### src/rtl/rv_exec_pkg.sv
// Shared definitions for the RV64I integer execute subsystem.
// Data and register index widths, major opcodes,
// the ALU operation enum and the packed records passed between stages.

package rv_exec_pkg;

    // ------------------------------------------------------------
    // Widths.
    // ------------------------------------------------------------
    localparam int XLEN      = 64;
    localparam int REG_IDX_W = 5;

    // ------------------------------------------------------------
    // Major opcodes.
    // ------------------------------------------------------------
    localparam logic [6:0] OP_REG = 7'b0110011;
    localparam logic [6:0] OP_IMM = 7'b0010011;
    localparam logic [6:0] OP_LUI = 7'b0110111;

    // ALU operations. PASS_B forwards operand B for LUI.
    typedef enum logic [3:0] {
        ADD,
        SUB,
        SLL,
        SLT,
        SLTU,
        XOR,
        SRL,
        SRA,
        OR,
        AND,
        PASS_B
    } alu_op_e;

    // Decoder output.
    typedef struct packed {
        logic [REG_IDX_W-1:0] rs1;
        logic [REG_IDX_W-1:0] rs2;
        logic [REG_IDX_W-1:0] rd;
        logic [XLEN-1:0]      imm;
        alu_op_e              alu_op;
        logic                 use_imm;
        logic                 writes_rd;
        logic                 illegal;
    } decoded_t;

    // Packet held in the issue register.
    typedef struct packed {
        logic [XLEN-1:0]      operand_a;
        logic [XLEN-1:0]      operand_b;
        alu_op_e              alu_op;
        logic [REG_IDX_W-1:0] rd;
        logic                 writes_rd;
        logic                 illegal;
    } issue_pkt_t;

    // Completed instruction record.
    typedef struct packed {
        logic [REG_IDX_W-1:0] rd;
        logic [XLEN-1:0]      value;
        logic                 wrote;
        logic                 illegal;
    } result_t;

    // Register file write port.
    typedef struct packed {
        logic                 en;
        logic [REG_IDX_W-1:0] addr;
        logic [XLEN-1:0]      data;
    } rf_write_t;

    // Forwarding path from the issue register.
    typedef struct packed {
        logic                 valid;
        logic [REG_IDX_W-1:0] rd;
        logic [XLEN-1:0]      value;
    } bypass_t;

endpackage

### src/rtl/execute_stage.sv
// Execute stage.
// Runs the ALU on the held issue packet, forms the result record,
// drives the register file write and the bypass path.

`timescale 1ns/1ps

module execute_stage (
    input  logic                    i_valid,
    input  rv_exec_pkg::issue_pkt_t i_pkt,
    output logic                    o_ready,
    output logic                    o_valid,
    output rv_exec_pkg::result_t    o_result,
    input  logic                    i_ready,
    output rv_exec_pkg::rf_write_t  o_write,
    output rv_exec_pkg::bypass_t    o_bypass
);

    logic [rv_exec_pkg::XLEN-1:0] alu_y;
    logic                         has_dest;
    logic                         do_write;

    int_alu u_alu (
        .i_op (i_pkt.alu_op),
        .i_a  (i_pkt.operand_a),
        .i_b  (i_pkt.operand_b),
        .o_y  (alu_y)
    );

    // x0 writes are dropped.
    assign has_dest = i_pkt.writes_rd && (i_pkt.rd != '0);
    assign do_write = i_valid && i_ready && has_dest;

    // ------------------------------------------------------------
    // Result record and write port.
    // ------------------------------------------------------------
    assign o_result.rd      = i_pkt.rd;
    assign o_result.value   = i_pkt.illegal ? '0 : alu_y;
    assign o_result.wrote   = do_write;
    assign o_result.illegal = i_pkt.illegal;

    assign o_write.en   = do_write;
    assign o_write.addr = i_pkt.rd;
    assign o_write.data = alu_y;

    // Forward whatever is held, stalled or not.
    assign o_bypass.valid = i_valid && has_dest;
    assign o_bypass.rd    = i_pkt.rd;
    assign o_bypass.value = alu_y;

    assign o_valid = i_valid;
    assign o_ready = i_ready;

endmodule

### src/rtl/int_alu.sv
// 64-bit integer ALU.
// Add, subtract, logic, shifts, set-less-than and operand B pass.

`timescale 1ns/1ps

module int_alu (
    input  rv_exec_pkg::alu_op_e          i_op,
    input  logic [rv_exec_pkg::XLEN-1:0]  i_a,
    input  logic [rv_exec_pkg::XLEN-1:0]  i_b,
    output logic [rv_exec_pkg::XLEN-1:0]  o_y
);

    logic [5:0] shamt;
    logic       lt_signed;
    logic       lt_unsigned;

    // RV64 shifts use the low 6 bits.
    assign shamt = i_b[5:0];

    assign lt_signed   = $signed(i_a) < $signed(i_b);
    assign lt_unsigned = i_a < i_b;

    always_comb begin
        case (i_op)
            rv_exec_pkg::ADD:    o_y = i_a + i_b;
            rv_exec_pkg::SUB:    o_y = i_a - i_b;
            rv_exec_pkg::SLL:    o_y = i_a << shamt;
            rv_exec_pkg::SLT: begin
                o_y = {{(rv_exec_pkg::XLEN-1){1'b0}}, lt_signed};
            end
            rv_exec_pkg::SLTU: begin
                o_y = {{(rv_exec_pkg::XLEN-1){1'b0}}, lt_unsigned};
            end
            rv_exec_pkg::XOR:    o_y = i_a ^ i_b;
            rv_exec_pkg::SRL:    o_y = i_a >> shamt;
            // Arithmetic shift keeps the sign.
            rv_exec_pkg::SRA:    o_y = $unsigned($signed(i_a) >>> shamt);
            rv_exec_pkg::OR:     o_y = i_a | i_b;
            rv_exec_pkg::AND:    o_y = i_a & i_b;
            rv_exec_pkg::PASS_B: o_y = i_b;
            default:             o_y = '0;
        endcase
    end

endmodule

### config.mk
export PLATFORM = sky130hd
export DESIGN_NAME = execute_stage
export DESIGN_NICKNAME = d
export VERILOG_FILES = /design/src/rtl/rv_exec_pkg.sv /design/src/rtl/execute_stage.sv /design/src/rtl/int_alu.sv
export SDC_FILE = /design/constraint.sdc
export NUM_CORES = 1
export LEC_CHECK = 0
export ABC_AREA = 0
export BUFFER_PORTS_ARGS = -buffer_cell sky130_fd_sc_hd__buf_4
export CAP_MARGIN = 40
export CORE_UTILIZATION = 30
export DETAILED_ROUTE_END_ITERATION = 10
export SKIP_LAST_GASP = 1
export SLEW_MARGIN = 20
export SYNTH_ARGS = -nofsm -noshare
export SYNTH_HDL_FRONTEND = slang
export SYNTH_SLANG_ARGS = --single-unit
### constraint.sdc
create_clock -name vclk -period 7.4
set_input_delay 1.48 -clock vclk [all_inputs]
set_output_delay 1.48 -clock vclk [all_outputs]
set_load 0.02 [all_outputs]
==> results.md <==
Routing:
- The number of vias per cell is 6.66.
- The remaining routing DRC violations is 0.
- In this run the remaining antenna-violating nets after routing total 0.
- The number of detailed-routing iterations run before antenna repair is 8.
- In this run, the number of DRC markers left after iteration 0 of detailed routing was 4787.
- The final layout contains routed wiring with a total length of 151 mm.
- The routed layout has 29755 vias.
- The detail-routed net length per standard cell is 33.8 um.

Floorplan:
- The die is 271 um wide.
- The area enclosed by the die boundary is about 0.074 sq mm.
- In this run the standard cell core region covers roughly 0.07 sq mm.
- The initial utilization of the core area, before any placement, comes to between 30% and 40%.
- The floorplan has 98 rows.
- The I/O pin total is between 300 and 400.
- The die boundary height is 271 um.

Global routing:
- The overall global routing resource usage is 39.1%.
- The total overflow left after global routing is 0.
- Entering global routing, the biggest net connects roughly 140 pins.
- The number of antenna violations at the first check in global routing was 2.
- The via count of the first global-routing pass came to 26926.
- The first global-routing pass estimated around 210 mm of wire.

STA:
- Setup repair after global routing could not meet its margin everywhere.
- The time the final worst path needs with I/O delays and setup is 7.30 ns.
- The total negative slack is 0 ns.
- At the pin with the least slew margin, the transition time is 0.949 ns.
- The final worst slack is 0.0964 ns.
- The final count of pins violating max slew was 0.
- Measured against its own limit, the worst slew margin works out to 36.1%.
- Dividing the final minimum period by the clock period gives 98.7%.
- The final hold violation count is 0.
- Setup violations remaining at the end of the flow were counted as 0.
- For this run, the top clock speed supported by timing is 0.137 GHz.

Worst setup path:
- Traced cell by cell, the critical path runs through buf_4, inv_1, ha_1, fa_1, nor2_1, o21ai_1, a2111oi_1, nor4b_2, nor3_1, buf_4, o21ai_1, a211oi_1, buf_4, nor2_1, mux2_2, o211ai_1, buf_4, nor2b_4, buf_4.
- The cell type group with the largest total delay on the critical path is compound AO/OA/AOI/OAI gates.
- The number of buffers and inverters on the critical path is 6.
- The critical setup path kind is in -> out.
- The data required time at the worst endpoint is 5.92 ns.
- The cell with the largest stage delay on the worst path is a2111oi_1.
- For the worst setup path, the data arrival time is 5.82 ns.
- The startpoint type of the worst setup path is an input pin.
- The kind of end point of the critical path is a primary output.
- The largest driver fanout on the critical path is 6.
- The highest cell delay on the worst timing path is about 0.62 ns.
- The most prevalent standard cell on the critical path is buf_4.

Placement:
- At the placement stage, the worst setup path has a slack of 0.117 ns.
- The post-placement cell count is 4457.
- The count of port buffers added during placement is 354.
- The placed instances occupy a cell area of 0.0260 sq mm.
- After legalization and detailed placement, the total HPWL measured 122 mm.
- Routability-driven placement finished with a final weighted congestion of 1.16.

Yosys:
- The library cell occupying the most area in the post-synthesis netlist is mux4_2.
- The mapped cell area is 0.0217 sq mm.
- After synthesis, the cell types taking the most area are mux4_2 13%, ha_1 11%, nor2_1 7.4%, a21oi_1 7.4%, nand2_1 4.6%.
- When the netlist entered floorplanning its net count stood at 3582.
- The commonest cells after synthesis are 430 x nor2_1, 320 x a21oi_1, 267 x nand2_1.
- The synthesized design devotes to its leading area cell type a little over an eighth of total area.
- After synthesis, flip-flops and latches occupy 0% of the total area.
- After synthesis, the mean cell area works out to approximately 6.7 sq um.
- The Yosys step of the flow raised 0 warnings.
- The netlist uses 86 different library cells.
- After technology mapping, the gate count stands at 3243.
- Among all cell types in the netlist, the one instantiated most often is nor2_1.

Final layout:
- In the final layout, flip-flops and latches occupy 0 sq um.
- From synthesis to final layout, the design area changed by 19.8%.
- The final-layout fill cell count is 7890.
- The number of standard cells in the layout, taps in and fillers out is 4467.
- Cells with a size suffix above 1 make up 23.1% of the layout.
- The total number of nets in the final design is 3852.
- The clock buffer count in the final layout is 0.
- After routing the design area is between 0.02 and 0.03 sq mm.
- The total number of sequential cells is 0.

Status:
- The run finished with clean final reports.

Worst hold path:
- The worst hold path belongs to the class in -> out.

Clocking:
- The number of buffers inserted to repair setup after CTS is 0.
- The number of instances resized during post-cts repair is 0.
- The number of buffers inserted by hold repair at cts is 0.

Run:
- Max-cap violations in this run came to 0.
==> final timing paths <==
check	endpoint	cells past startpoint	slack, ns	start
worst max-delay path	o_result[56]	19	0.1	i_pkt[75]
worst min-delay path	o_ready	2	3.17	i_ready
==> cell families (layout without fill, tap and decap cells) <==
kind of cell,Yosys count,after routing,synth area share (%)
compound gates,1137,1137,34.7
simple gates,1107,1107,23.2
buf+inv,551,819,11.6
mux,243,243,18.7
fa+ha+maj,198,198,11.5
xor+xnor,7,7,0.282
other cells,0,6,0
==> placed cells by master (no fill, tap or decap), types with 62 or more instances in the layout <==
cell type,n
buf_4,590
a21oi_1,320
nor2_1,428
ha_1,196
mux4_2,129
o21ai_0,181
o211ai_1,62
nand3_1,64
nor2b_1,75
mux2i_1,98
inv_1,190
nand2_1,265
nor3_1,89
==> area by class of cell <==
type	instances	area [sq um]	area share (%)
timing repair buffer	612	4760	18.3
multi-input combinational	2692	19300	74.1
inverter	207	782	3.00
antenna	6	15.0	0.0577
tap	950	1190	4.56
==> routing by layer <==
metal	track usage [%]	up-vias	wire (um)
met3	7.68	482	16000
met1	48.9	14242	56700
li1	-	12628	-
met4	32.0	0	15300
met5	0	-	0
met2	58.2	2403	62900
==> through the flow <==
step,hold slack (ns),util (%)
after global routing,3.17,36.3
after global placement,3.17,36.2
after CTS,3.17,36.3
final,3.17,36.4
after detailed placement,3.17,36.3
after floorplan,3.07,-
