$ cat config.mk
export PLATFORM = sky130hd
export DESIGN_NAME = operand_fetch
export DESIGN_NICKNAME = d
export VERILOG_FILES = /design/src/rtl/rv_exec_pkg.sv /design/src/rtl/instr_decoder.sv /design/src/rtl/operand_fetch.sv
export SDC_FILE = /design/constraint.sdc
export NUM_CORES = 1
export LEC_CHECK = 0
export ABC_AREA = 1
export BUFFER_PORTS_ARGS = -buffer_cell sky130_fd_sc_hd__buf_2
export CORE_AREA = 3 3 146 148
export DETAILED_ROUTE_END_ITERATION = 16
export DIE_AREA = 0 0 149 151
export GPL_TIMING_DRIVEN = 0
export PLACE_DENSITY_LB_ADDON = 0.2
export SLEW_MARGIN = 20
export SYNTH_ARGS = -nofsm -noshare
export SYNTH_HDL_FRONTEND = slang
export SYNTH_SLANG_ARGS = --single-unit
$ cat constraint.sdc
create_clock -name vclk -period 3.3
set_clock_uncertainty 0.15 [all_clocks]
set_input_delay 0.825 -clock vclk [all_inputs]
set_output_delay 0.825 -clock vclk [all_outputs]
set_load 0.005 [all_outputs]
$ cat src/rtl/rv_exec_pkg.sv
// Shared definitions for the RV64I integer execute subsystem.
// Data and register index widths, major opcodes,
// the ALU operation enum and the packed records passed between stages.

package rv_exec_pkg;

    // ------------------------------------------------------------
    // Widths.
    // ------------------------------------------------------------
    localparam int XLEN      = 64;
    localparam int REG_IDX_W = 5;

    // ------------------------------------------------------------
    // Major opcodes.
    // ------------------------------------------------------------
    localparam logic [6:0] OP_REG = 7'b0110011;
    localparam logic [6:0] OP_IMM = 7'b0010011;
    localparam logic [6:0] OP_LUI = 7'b0110111;

    // ALU operations. PASS_B forwards operand B for LUI.
    typedef enum logic [3:0] {
        ADD,
        SUB,
        SLL,
        SLT,
        SLTU,
        XOR,
        SRL,
        SRA,
        OR,
        AND,
        PASS_B
    } alu_op_e;

    // Decoder output.
    typedef struct packed {
        logic [REG_IDX_W-1:0] rs1;
        logic [REG_IDX_W-1:0] rs2;
        logic [REG_IDX_W-1:0] rd;
        logic [XLEN-1:0]      imm;
        alu_op_e              alu_op;
        logic                 use_imm;
        logic                 writes_rd;
        logic                 illegal;
    } decoded_t;

    // Packet held in the issue register.
    typedef struct packed {
        logic [XLEN-1:0]      operand_a;
        logic [XLEN-1:0]      operand_b;
        alu_op_e              alu_op;
        logic [REG_IDX_W-1:0] rd;
        logic                 writes_rd;
        logic                 illegal;
    } issue_pkt_t;

    // Completed instruction record.
    typedef struct packed {
        logic [REG_IDX_W-1:0] rd;
        logic [XLEN-1:0]      value;
        logic                 wrote;
        logic                 illegal;
    } result_t;

    // Register file write port.
    typedef struct packed {
        logic                 en;
        logic [REG_IDX_W-1:0] addr;
        logic [XLEN-1:0]      data;
    } rf_write_t;

    // Forwarding path from the issue register.
    typedef struct packed {
        logic                 valid;
        logic [REG_IDX_W-1:0] rd;
        logic [XLEN-1:0]      value;
    } bypass_t;

endpackage

$ cat src/rtl/instr_decoder.sv
// Instruction decoder for the RV64I integer subset.
// Register-register ops, register-immediate ops and LUI.
// Anything else, or a register index past NUM_REGS, is illegal.

`timescale 1ns/1ps

module instr_decoder #(
    parameter int NUM_REGS = 32
) (
    input  logic [31:0]           i_instr,
    output rv_exec_pkg::decoded_t o_dec
);

    logic [6:0] opcode;
    logic [2:0] funct3;
    logic [6:0] funct7;
    logic       bad_index;

    assign opcode = i_instr[6:0];
    assign funct3 = i_instr[14:12];
    assign funct7 = i_instr[31:25];

    always_comb begin
        o_dec           = '0;
        o_dec.rd        = i_instr[11:7];
        o_dec.alu_op    = rv_exec_pkg::ADD;
        o_dec.illegal   = 1'b1;
        o_dec.writes_rd = 1'b0;

        case (opcode)
            rv_exec_pkg::OP_REG: begin
                o_dec.rs1 = i_instr[19:15];
                o_dec.rs2 = i_instr[24:20];
                if (funct7 == 7'b0000000) begin
                    o_dec.illegal = 1'b0;
                    case (funct3)
                        3'b000:  o_dec.alu_op = rv_exec_pkg::ADD;
                        3'b001:  o_dec.alu_op = rv_exec_pkg::SLL;
                        3'b010:  o_dec.alu_op = rv_exec_pkg::SLT;
                        3'b011:  o_dec.alu_op = rv_exec_pkg::SLTU;
                        3'b100:  o_dec.alu_op = rv_exec_pkg::XOR;
                        3'b101:  o_dec.alu_op = rv_exec_pkg::SRL;
                        3'b110:  o_dec.alu_op = rv_exec_pkg::OR;
                        default: o_dec.alu_op = rv_exec_pkg::AND;
                    endcase
                end else if (funct7 == 7'b0100000) begin
                    // Only SUB and SRA use the alternate funct7.
                    if (funct3 == 3'b000) begin
                        o_dec.alu_op  = rv_exec_pkg::SUB;
                        o_dec.illegal = 1'b0;
                    end else if (funct3 == 3'b101) begin
                        o_dec.alu_op  = rv_exec_pkg::SRA;
                        o_dec.illegal = 1'b0;
                    end
                end
            end
            rv_exec_pkg::OP_IMM: begin
                o_dec.rs1     = i_instr[19:15];
                o_dec.use_imm = 1'b1;
                o_dec.imm     = {{(rv_exec_pkg::XLEN-12){i_instr[31]}}, i_instr[31:20]};
                o_dec.illegal = 1'b0;
                case (funct3)
                    3'b000: o_dec.alu_op = rv_exec_pkg::ADD;
                    3'b010: o_dec.alu_op = rv_exec_pkg::SLT;
                    3'b011: o_dec.alu_op = rv_exec_pkg::SLTU;
                    3'b100: o_dec.alu_op = rv_exec_pkg::XOR;
                    3'b110: o_dec.alu_op = rv_exec_pkg::OR;
                    3'b111: o_dec.alu_op = rv_exec_pkg::AND;
                    default: begin
                        // Shifts take a 6-bit shamt for RV64.
                        o_dec.imm = {{(rv_exec_pkg::XLEN-6){1'b0}}, i_instr[25:20]};
                        if (funct3 == 3'b001 && i_instr[31:26] == 6'b000000) begin
                            o_dec.alu_op = rv_exec_pkg::SLL;
                        end else if (funct3 == 3'b101 && i_instr[31:26] == 6'b000000) begin
                            o_dec.alu_op = rv_exec_pkg::SRL;
                        end else if (funct3 == 3'b101 && i_instr[31:26] == 6'b010000) begin
                            o_dec.alu_op = rv_exec_pkg::SRA;
                        end else begin
                            o_dec.illegal = 1'b1;
                        end
                    end
                endcase
            end
            rv_exec_pkg::OP_LUI: begin
                o_dec.use_imm = 1'b1;
                o_dec.imm     = {{(rv_exec_pkg::XLEN-32){i_instr[31]}}, i_instr[31:12], 12'b0};
                o_dec.alu_op  = rv_exec_pkg::PASS_B;
                o_dec.illegal = 1'b0;
            end
            default: ;
        endcase

        if (bad_index) begin
            o_dec.illegal = 1'b1;
        end
        o_dec.writes_rd = !o_dec.illegal;
    end

    // Reduced register files reject the upper indices.
    assign bad_index = (int'(i_instr[11:7]) >= NUM_REGS)
                       || (int'(o_dec.rs1) >= NUM_REGS)
                       || (int'(o_dec.rs2) >= NUM_REGS);

endmodule

$ cat src/rtl/operand_fetch.sv
// Operand fetch stage.
// Decodes the incoming word, reads both sources from the register file,
// forwards from the issue register and builds the issue packet.

`timescale 1ns/1ps

module operand_fetch #(
    parameter int NUM_REGS = 32
) (
    input  logic                                i_instr_valid,
    input  logic [31:0]                         i_instr,
    output logic                                o_instr_ready,
    // Register file read side.
    output logic [rv_exec_pkg::REG_IDX_W-1:0]   o_rd_addr_a,
    output logic [rv_exec_pkg::REG_IDX_W-1:0]   o_rd_addr_b,
    input  logic [rv_exec_pkg::XLEN-1:0]        i_rd_data_a,
    input  logic [rv_exec_pkg::XLEN-1:0]        i_rd_data_b,
    // Forwarding from execute.
    input  rv_exec_pkg::bypass_t                i_bypass,
    // Issue side.
    output logic                                o_issue_valid,
    output rv_exec_pkg::issue_pkt_t             o_issue,
    input  logic                                i_issue_ready
);

    rv_exec_pkg::decoded_t        dec;
    logic [rv_exec_pkg::XLEN-1:0] src_a;
    logic [rv_exec_pkg::XLEN-1:0] src_b;

    instr_decoder #(
        .NUM_REGS (NUM_REGS)
    ) u_decoder (
        .i_instr (i_instr),
        .o_dec   (dec)
    );

    assign o_rd_addr_a = dec.rs1;
    assign o_rd_addr_b = dec.rs2;

    // Bypass valid already excludes x0.
    assign src_a = (i_bypass.valid && i_bypass.rd == dec.rs1) ? i_bypass.value : i_rd_data_a;
    assign src_b = (i_bypass.valid && i_bypass.rd == dec.rs2) ? i_bypass.value : i_rd_data_b;

    // ------------------------------------------------------------
    // Issue packet.
    // ------------------------------------------------------------
    assign o_issue.operand_a = src_a;
    assign o_issue.operand_b = dec.use_imm ? dec.imm : src_b;
    assign o_issue.alu_op    = dec.alu_op;
    assign o_issue.rd        = dec.rd;
    assign o_issue.writes_rd = dec.writes_rd;
    assign o_issue.illegal   = dec.illegal;

    // No storage here, handshake passes straight through.
    assign o_issue_valid = i_instr_valid;
    assign o_instr_ready = i_issue_ready;

endmodule

==> results.txt, run 1 <==
Outcome: complete, but fails checks
Failing checks: negative setup slack
Critical Path Fanout Max: 5
# diodes: 0
CP Capture Type: output port
Peak VDD IR: 38.8 µV
Detail-routed via count per cell: 4.44
Synth top area cells: nand2_1 28%, nand3_1 17%, inv_1 16%
FF+latch count: 0
Grt ovf: 0
Largest area contributor in the netlist: nand2_1
Power per cell area: 93.9 nW/µm²
Vias: 6844
Top cell type's share of synthesized area: 28.4%
WL per Instance: 15.9 µm
Cell Rows: 52
Setup TNS: -21.43 ns
Peak Freq: 284 MHz
CP Class: in2out
Tcrit/Tclk final: 107%
Clk pwr share: 0%
Post-route ant nets: 0
Worst EP required: 2.32 ns
Layout cell share with drive strength beyond 1: 53.9%
Initial antenna violation count: 0
Syn_nets: 1088
Die ar.: 22500 µm²
Worst Hold Slack: 1.67 ns
Post-Syn Instances: 856
Final nets: 1504
Worst min path class: in2out
Die height: 151 µm
Num ports: 383
Relative slew margins: 75.6%
Cell Count Post-Placement: 1502
First-pass GRT wire length: 34400 µm
Synth warnings: 0
Fillcell total: 2253
Setup crit start kind: input pin
Synth unique cells: 30
Global Route Usage Sum: 19.0%
Fin cells: 1540
Worst slew pin tran: 0.362 ns
Sequential Area: 0 µm²
WP data arrival: 2.55 ns
Sw power: 0.000389 W
DR iter-0 viols: 229
Total of clock buffers placed in the layout: 0
IO Port Bufs: 376
Hpwl dp: 19600 µm
Reg power frac: 0%
Switching part of the total power: 51.4%
Comb pwr share: 100.0%
Dpl cell area: 6430 µm²
Period minus WS final: 3.52 ns
P_int: 0.000368 W
Final Slew Violations: 0
Post-route cell area: 8060 µm²
Syn avg cell area: 4.91 µm²
RePlAce Congestion: 0.926
Unrepaired setup endpoints after global routing: yes
# DRC: 0
Pwr Total: 0.000757 W
Syn-to-layout area delta: 91.7%
Setup Viol. Count Final: 128
Largest net degree at the start of global routing: 11
Seq/Total Area, Yosys: 0%
Die width: 149 µm
Leak pwr: 5.10 nW
Via count of the first global-routing pass: 6382
Drt first pass iters: 5
Core ar.: 20200 µm²
Synthesized area: 4210 µm²
Endpoints failing hold: 0
Max-Cap Viols: 0
Post-Route WL: 24500 µm
Post-route worst setup slack: -0.224 ns
Post-CTS Hold Buffers: 0
Initial Utilization: 20.9%
repair_timing:
action,in CTS,in global routing
cloned,13,3
hold endpoints to repair,0,0
setup buffers,21,2
gates resized for setup,178,125
pin swaps,29,71
setup endpoints to repair,130,132
synthesized netlist by cell type (all sizes together), types with 2 or more instances:
master	number
buf	61
nand3	146
clkbuf	8
nand2	334
nand4	75
inv	187
a21oi	3
o21ai	16
nor2	17
nor3	2
worst paths after layout:
| kind | startpoint | end | slack [ns] | cells past startpoint |
|---|---|---|---|---|
| worst min-delay path | i_instr[8] | o_issue[3] | 1.67 | 2 |
| worst max-delay path | i_instr[2] | o_issue[65] | -0.22 | 17 |
worst max-delay path, cell delays in order:
cell and delay, ns:
buf_6 0.09, inv_4 0.05, nand2_4 0.05, nor2_4 0.13
buf_12 0.13, buf_8 0.12, nand3_4 0.07, nand2_2 0.08
nand2_2 0.06, nor2_4 0.14, nand3_4 0.12, clkbuf_16 0.20
buf_16 0.15, nand2_4 0.05, nand3_2 0.08, nand2_1 0.08
buf_2 0.11
layout by cell type (no fill, tap or decap), drive strengths merged:
master and n:
nor3b 1, and2 1, o22ai 1, o311ai 1
and3 1, inv 187, nand3 147, clkbuf 11
nand4 75, nor3 2, nand2 334, nor2 17
a21oi 3, o211ai 1, buf 471, o2111ai 1
o21ai 16
per-stage QoR:
| stage | setup slack, ns | util, % |
|---|---|---|
| 2_1_floorplan | 0.265 | - |
| 3_3_place_gp | -0.559 | 31.9 |
| 3_5_place_dp | -0.584 | 31.9 |
| 4_1_cts | -0.205 | 37.2 |
| 5_1_grt | -0.365 | 40.0 |
| 6_report | -0.224 | 40.0 |
metal layers:
layer	up-vias	GRT usage [%]	part of all wire [%]
met3	18	1.59	5.3
met4	0	1.56	1.0
met5	-	0	0
li1	3498	-	-
met2	217	36.0	52
met1	3111	24.4	42
power groups by stage:
stage,logic (W),registers (W),clock network [W]
floorplan,0.000293,0,0
global placement,0.000616,0,0
detailed placement,0.000621,0,0
CTS,0.000703,0,0
global route,0.000825,0,0
finish,0.000757,0,0
cell type report:
type                       instances  area (µm²)  share of cell area [%]
tap                              270         338                    4.19
inverter                         187         709                    8.80
timing repair buffer             413        2510                    31.2
multi-input combinational        601        3650                    45.3
buffer                            69         852                    10.6
kinds of logic (layout without fill, tap and decap cells):
family	Yosys count	count (layout)	synth area share (%)
and+or+nand+nor	577	578	64.3
AOI/OAI and AO/OA	23	23	3.09
buffers and inverters	256	669	32.6
(Power assumes the default switching activity.)
==> run 2: changes to the inputs <==
--- a/config.mk
+++ b/config.mk
@@ -12,6 +12,7 @@
 export DIE_AREA = 0 0 149 151
 export GPL_TIMING_DRIVEN = 0
 export PLACE_DENSITY_LB_ADDON = 0.2
+export SETUP_SLACK_MARGIN = 0.4
 export SLEW_MARGIN = 20
 export SYNTH_ARGS = -nofsm -noshare
 export SYNTH_HDL_FRONTEND = slang
==> results.txt, run 2 (same netlist as run 1, synthesis figures left out) <==
Setup TNS: -24.88 ns (-3.46 ns)
Final Slew Violations: 0 (unchanged)
WP data arrival: 2.60 ns (+0.05 ns)
Num ports: 383 (unchanged)
# diodes: 0 (unchanged)
Max-Cap Viols: 0 (unchanged)
DR iter-0 viols: 325 (+42%)
Crit-path cells: buf_12 > inv_12 > nand2_4 > nor2_4 > buf_4 > nand3_2 > nand2_1 > nand2_1 > nor2_4 > buf_12 > nand3_4 > clkbuf_16 > nand2_2 > nand3_2 > nand2_1 > buf_2
Min-delay src: i_instr[11]
Failing checks: negative setup slack
Layout cell share with drive strength beyond 1: 54.3% (+0.36 points)
Post-route ant nets: 0 (unchanged)
Endpoints failing hold: 0 (unchanged)
Worst EP required: 2.32 ns (about the same)
Sequential Area: 0 µm² (unchanged)
Setup Viol. Count Final: 128 (unchanged)
Crit-path max cell delay: 0.23 ns (+0.03 ns)
Total of clock buffers placed in the layout: 0 (unchanged)
CP Class: in2out
Power per cell area: 95.2 nW/µm² (+1.4%)
Via count of the first global-routing pass: 6221 (-2.5%)
Cell Rows: 52 (unchanged)
Commonest non-fill, non-tap cell in the layout: buf_2
Initial antenna violation count: 0 (unchanged)
Hold depth: 2 (unchanged)
Initial Utilization: 20.9% (unchanged)
Cell Count Post-Placement: 1502 (unchanged)
Commonest non-fill, non-tap cells in the layout: 369 x buf_2, 228 x nand2_1, 174 x inv_1, 86 x nand3_1
Final nets: 1527 (+1.5%)
P_int: 0.000408 W (+11%)
Global Route Usage Sum: 18.2% (-0.79 points)
Core ar.: 20200 µm² (unchanged)
Fin cells: 1563 (+1.5%)
Leak pwr: 5.26 nW (+3.2%)
Largest net degree at the start of global routing: 11 (unchanged)
WL per Instance: 16.0 µm (+0.47%)
Layout Utilization: 41.9% (+2.0 points)
Most common cell on crit path: nand2_1
Worst slew pin tran: 0.495 ns (+0.134 ns)
# DRC: 0 (unchanged)
Detail-routed via count per cell: 4.43 (-0.23%)
Setup WS pre-CTS: -0.596 ns (-0.0115 ns)
Hpwl dp: 18900 µm (-3.4%)
Die width: 149 µm (unchanged)
Post-route cell area: 8460 µm² (+4.9%)
Post-CTS Hold Buffers: 0 (unchanged)
Vias: 6930 (+1.3%)
IO Port Bufs: 376 (unchanged)
Dpl cell area: 6490 µm² (+0.99%)
Worst setup path startpoint: i_instr[3]
Peak VDD IR: 55.4 µV (+43%)
Die ar.: 22500 µm² (unchanged)
Setup crit start kind: input pin
RePlAce Congestion: 0.904 (-2.4%)
Critical Path Fanout Max: 6 (+1)
Sw power: 0.000397 W (+2.1%)
Clk pwr share: 0% (unchanged)
Drt first pass iters: 5 (unchanged)
CP Capture Type: output port
Die height: 151 µm (unchanged)
Post-route worst setup slack: -0.271 ns (-0.0471 ns)
First-pass GRT wire length: 33000 µm (-4.0%)
Fillcell total: 2236 (-0.75%)
Peak Freq: 280 MHz (-1.3%)
Worst min path class: in2out
Unrepaired setup endpoints after global routing: yes
Relative slew margins: 67.0% (-8.6 points)
Grt ovf: 0 (unchanged)
WHS Endpoint: o_issue[6]
Outcome: complete, but fails checks
CP max-delay cell: clkbuf_16
Post-Route WL: 24900 µm (+2.0%)
Comb pwr share: 100.0% (about the same)
FF+latch count: 0 (unchanged)
Switching part of the total power: 49.3% (-2.1 points)
Tcrit/Tclk final: 108% (+1.4 points)
Reg power frac: 0% (unchanged)
Period minus WS final: 3.57 ns (+0.0471 ns)
Syn-to-layout area delta: 101%
[run 2: repair_timing]
action	4_1_cts	5_1_grt
endpoints found under the setup margin	134	134
setup buffers	21	15
pin swaps	96	93
gates cloned	6	19
gates resized for setup	69	251
[run 2: stage by stage]
step / hold WS, ns / total power, W
2_1_floorplan: 1.58 / 0.000298
3_3_place_gp: 1.67 / 0.000622
3_5_place_dp: 1.67 / 0.000623
4_1_cts: 1.67 / 0.000692
5_1_grt: 1.68 / 0.000877
6_report: 1.67 / 0.000805
[run 2: cell type report]
cell class / count / area [µm²] / area share [%]
multi-input cells: 601 / 3630 / 42.9
plain buffers: 69 / 823 / 9.74
well taps: 270 / 338 / 3.99
repair buffers: 436 / 2920 / 34.6
inverters: 187 / 742 / 8.77
[run 2: power groups by stage]
stage               sequential (W)  combinational, W  clock (W)
floorplan                        0          0.000298          0
global placement                 0          0.000622          0
detailed placement               0          0.000623          0
CTS                              0          0.000692          0
global route                     0          0.000877          0
finish                           0          0.000805          0
[run 2: per-layer routing]
layer	global-route usage (%)	up-vias	part of all wire, %
met5	0	-	0
met4	2.70	0	1.5
met3	2.21	28	5.8
met2	32.8	231	50
met1	23.8	3129	42
li1	-	3542	-
[run 2: how the worst max path moves through the flow]
stage / slack (ns) / cells past startpoint / endpoint
finish: -0.27 / 16 / o_issue[59]
global route: -0.37 / 12 / o_issue[36]
CTS: -0.25 / 15 / o_issue[25]
detailed placement: -0.60 / 11 / o_issue[36]
global placement: -0.58 / 12 / o_issue[36]
floorplan: 0.28 / 13 / o_issue[100]
[run 2: worst max-delay path, delay by kind of cell]
kind	cells	cell delay (ns)
AND/OR/NAND/NOR	10	0.98
buffers and inverters	6	0.78
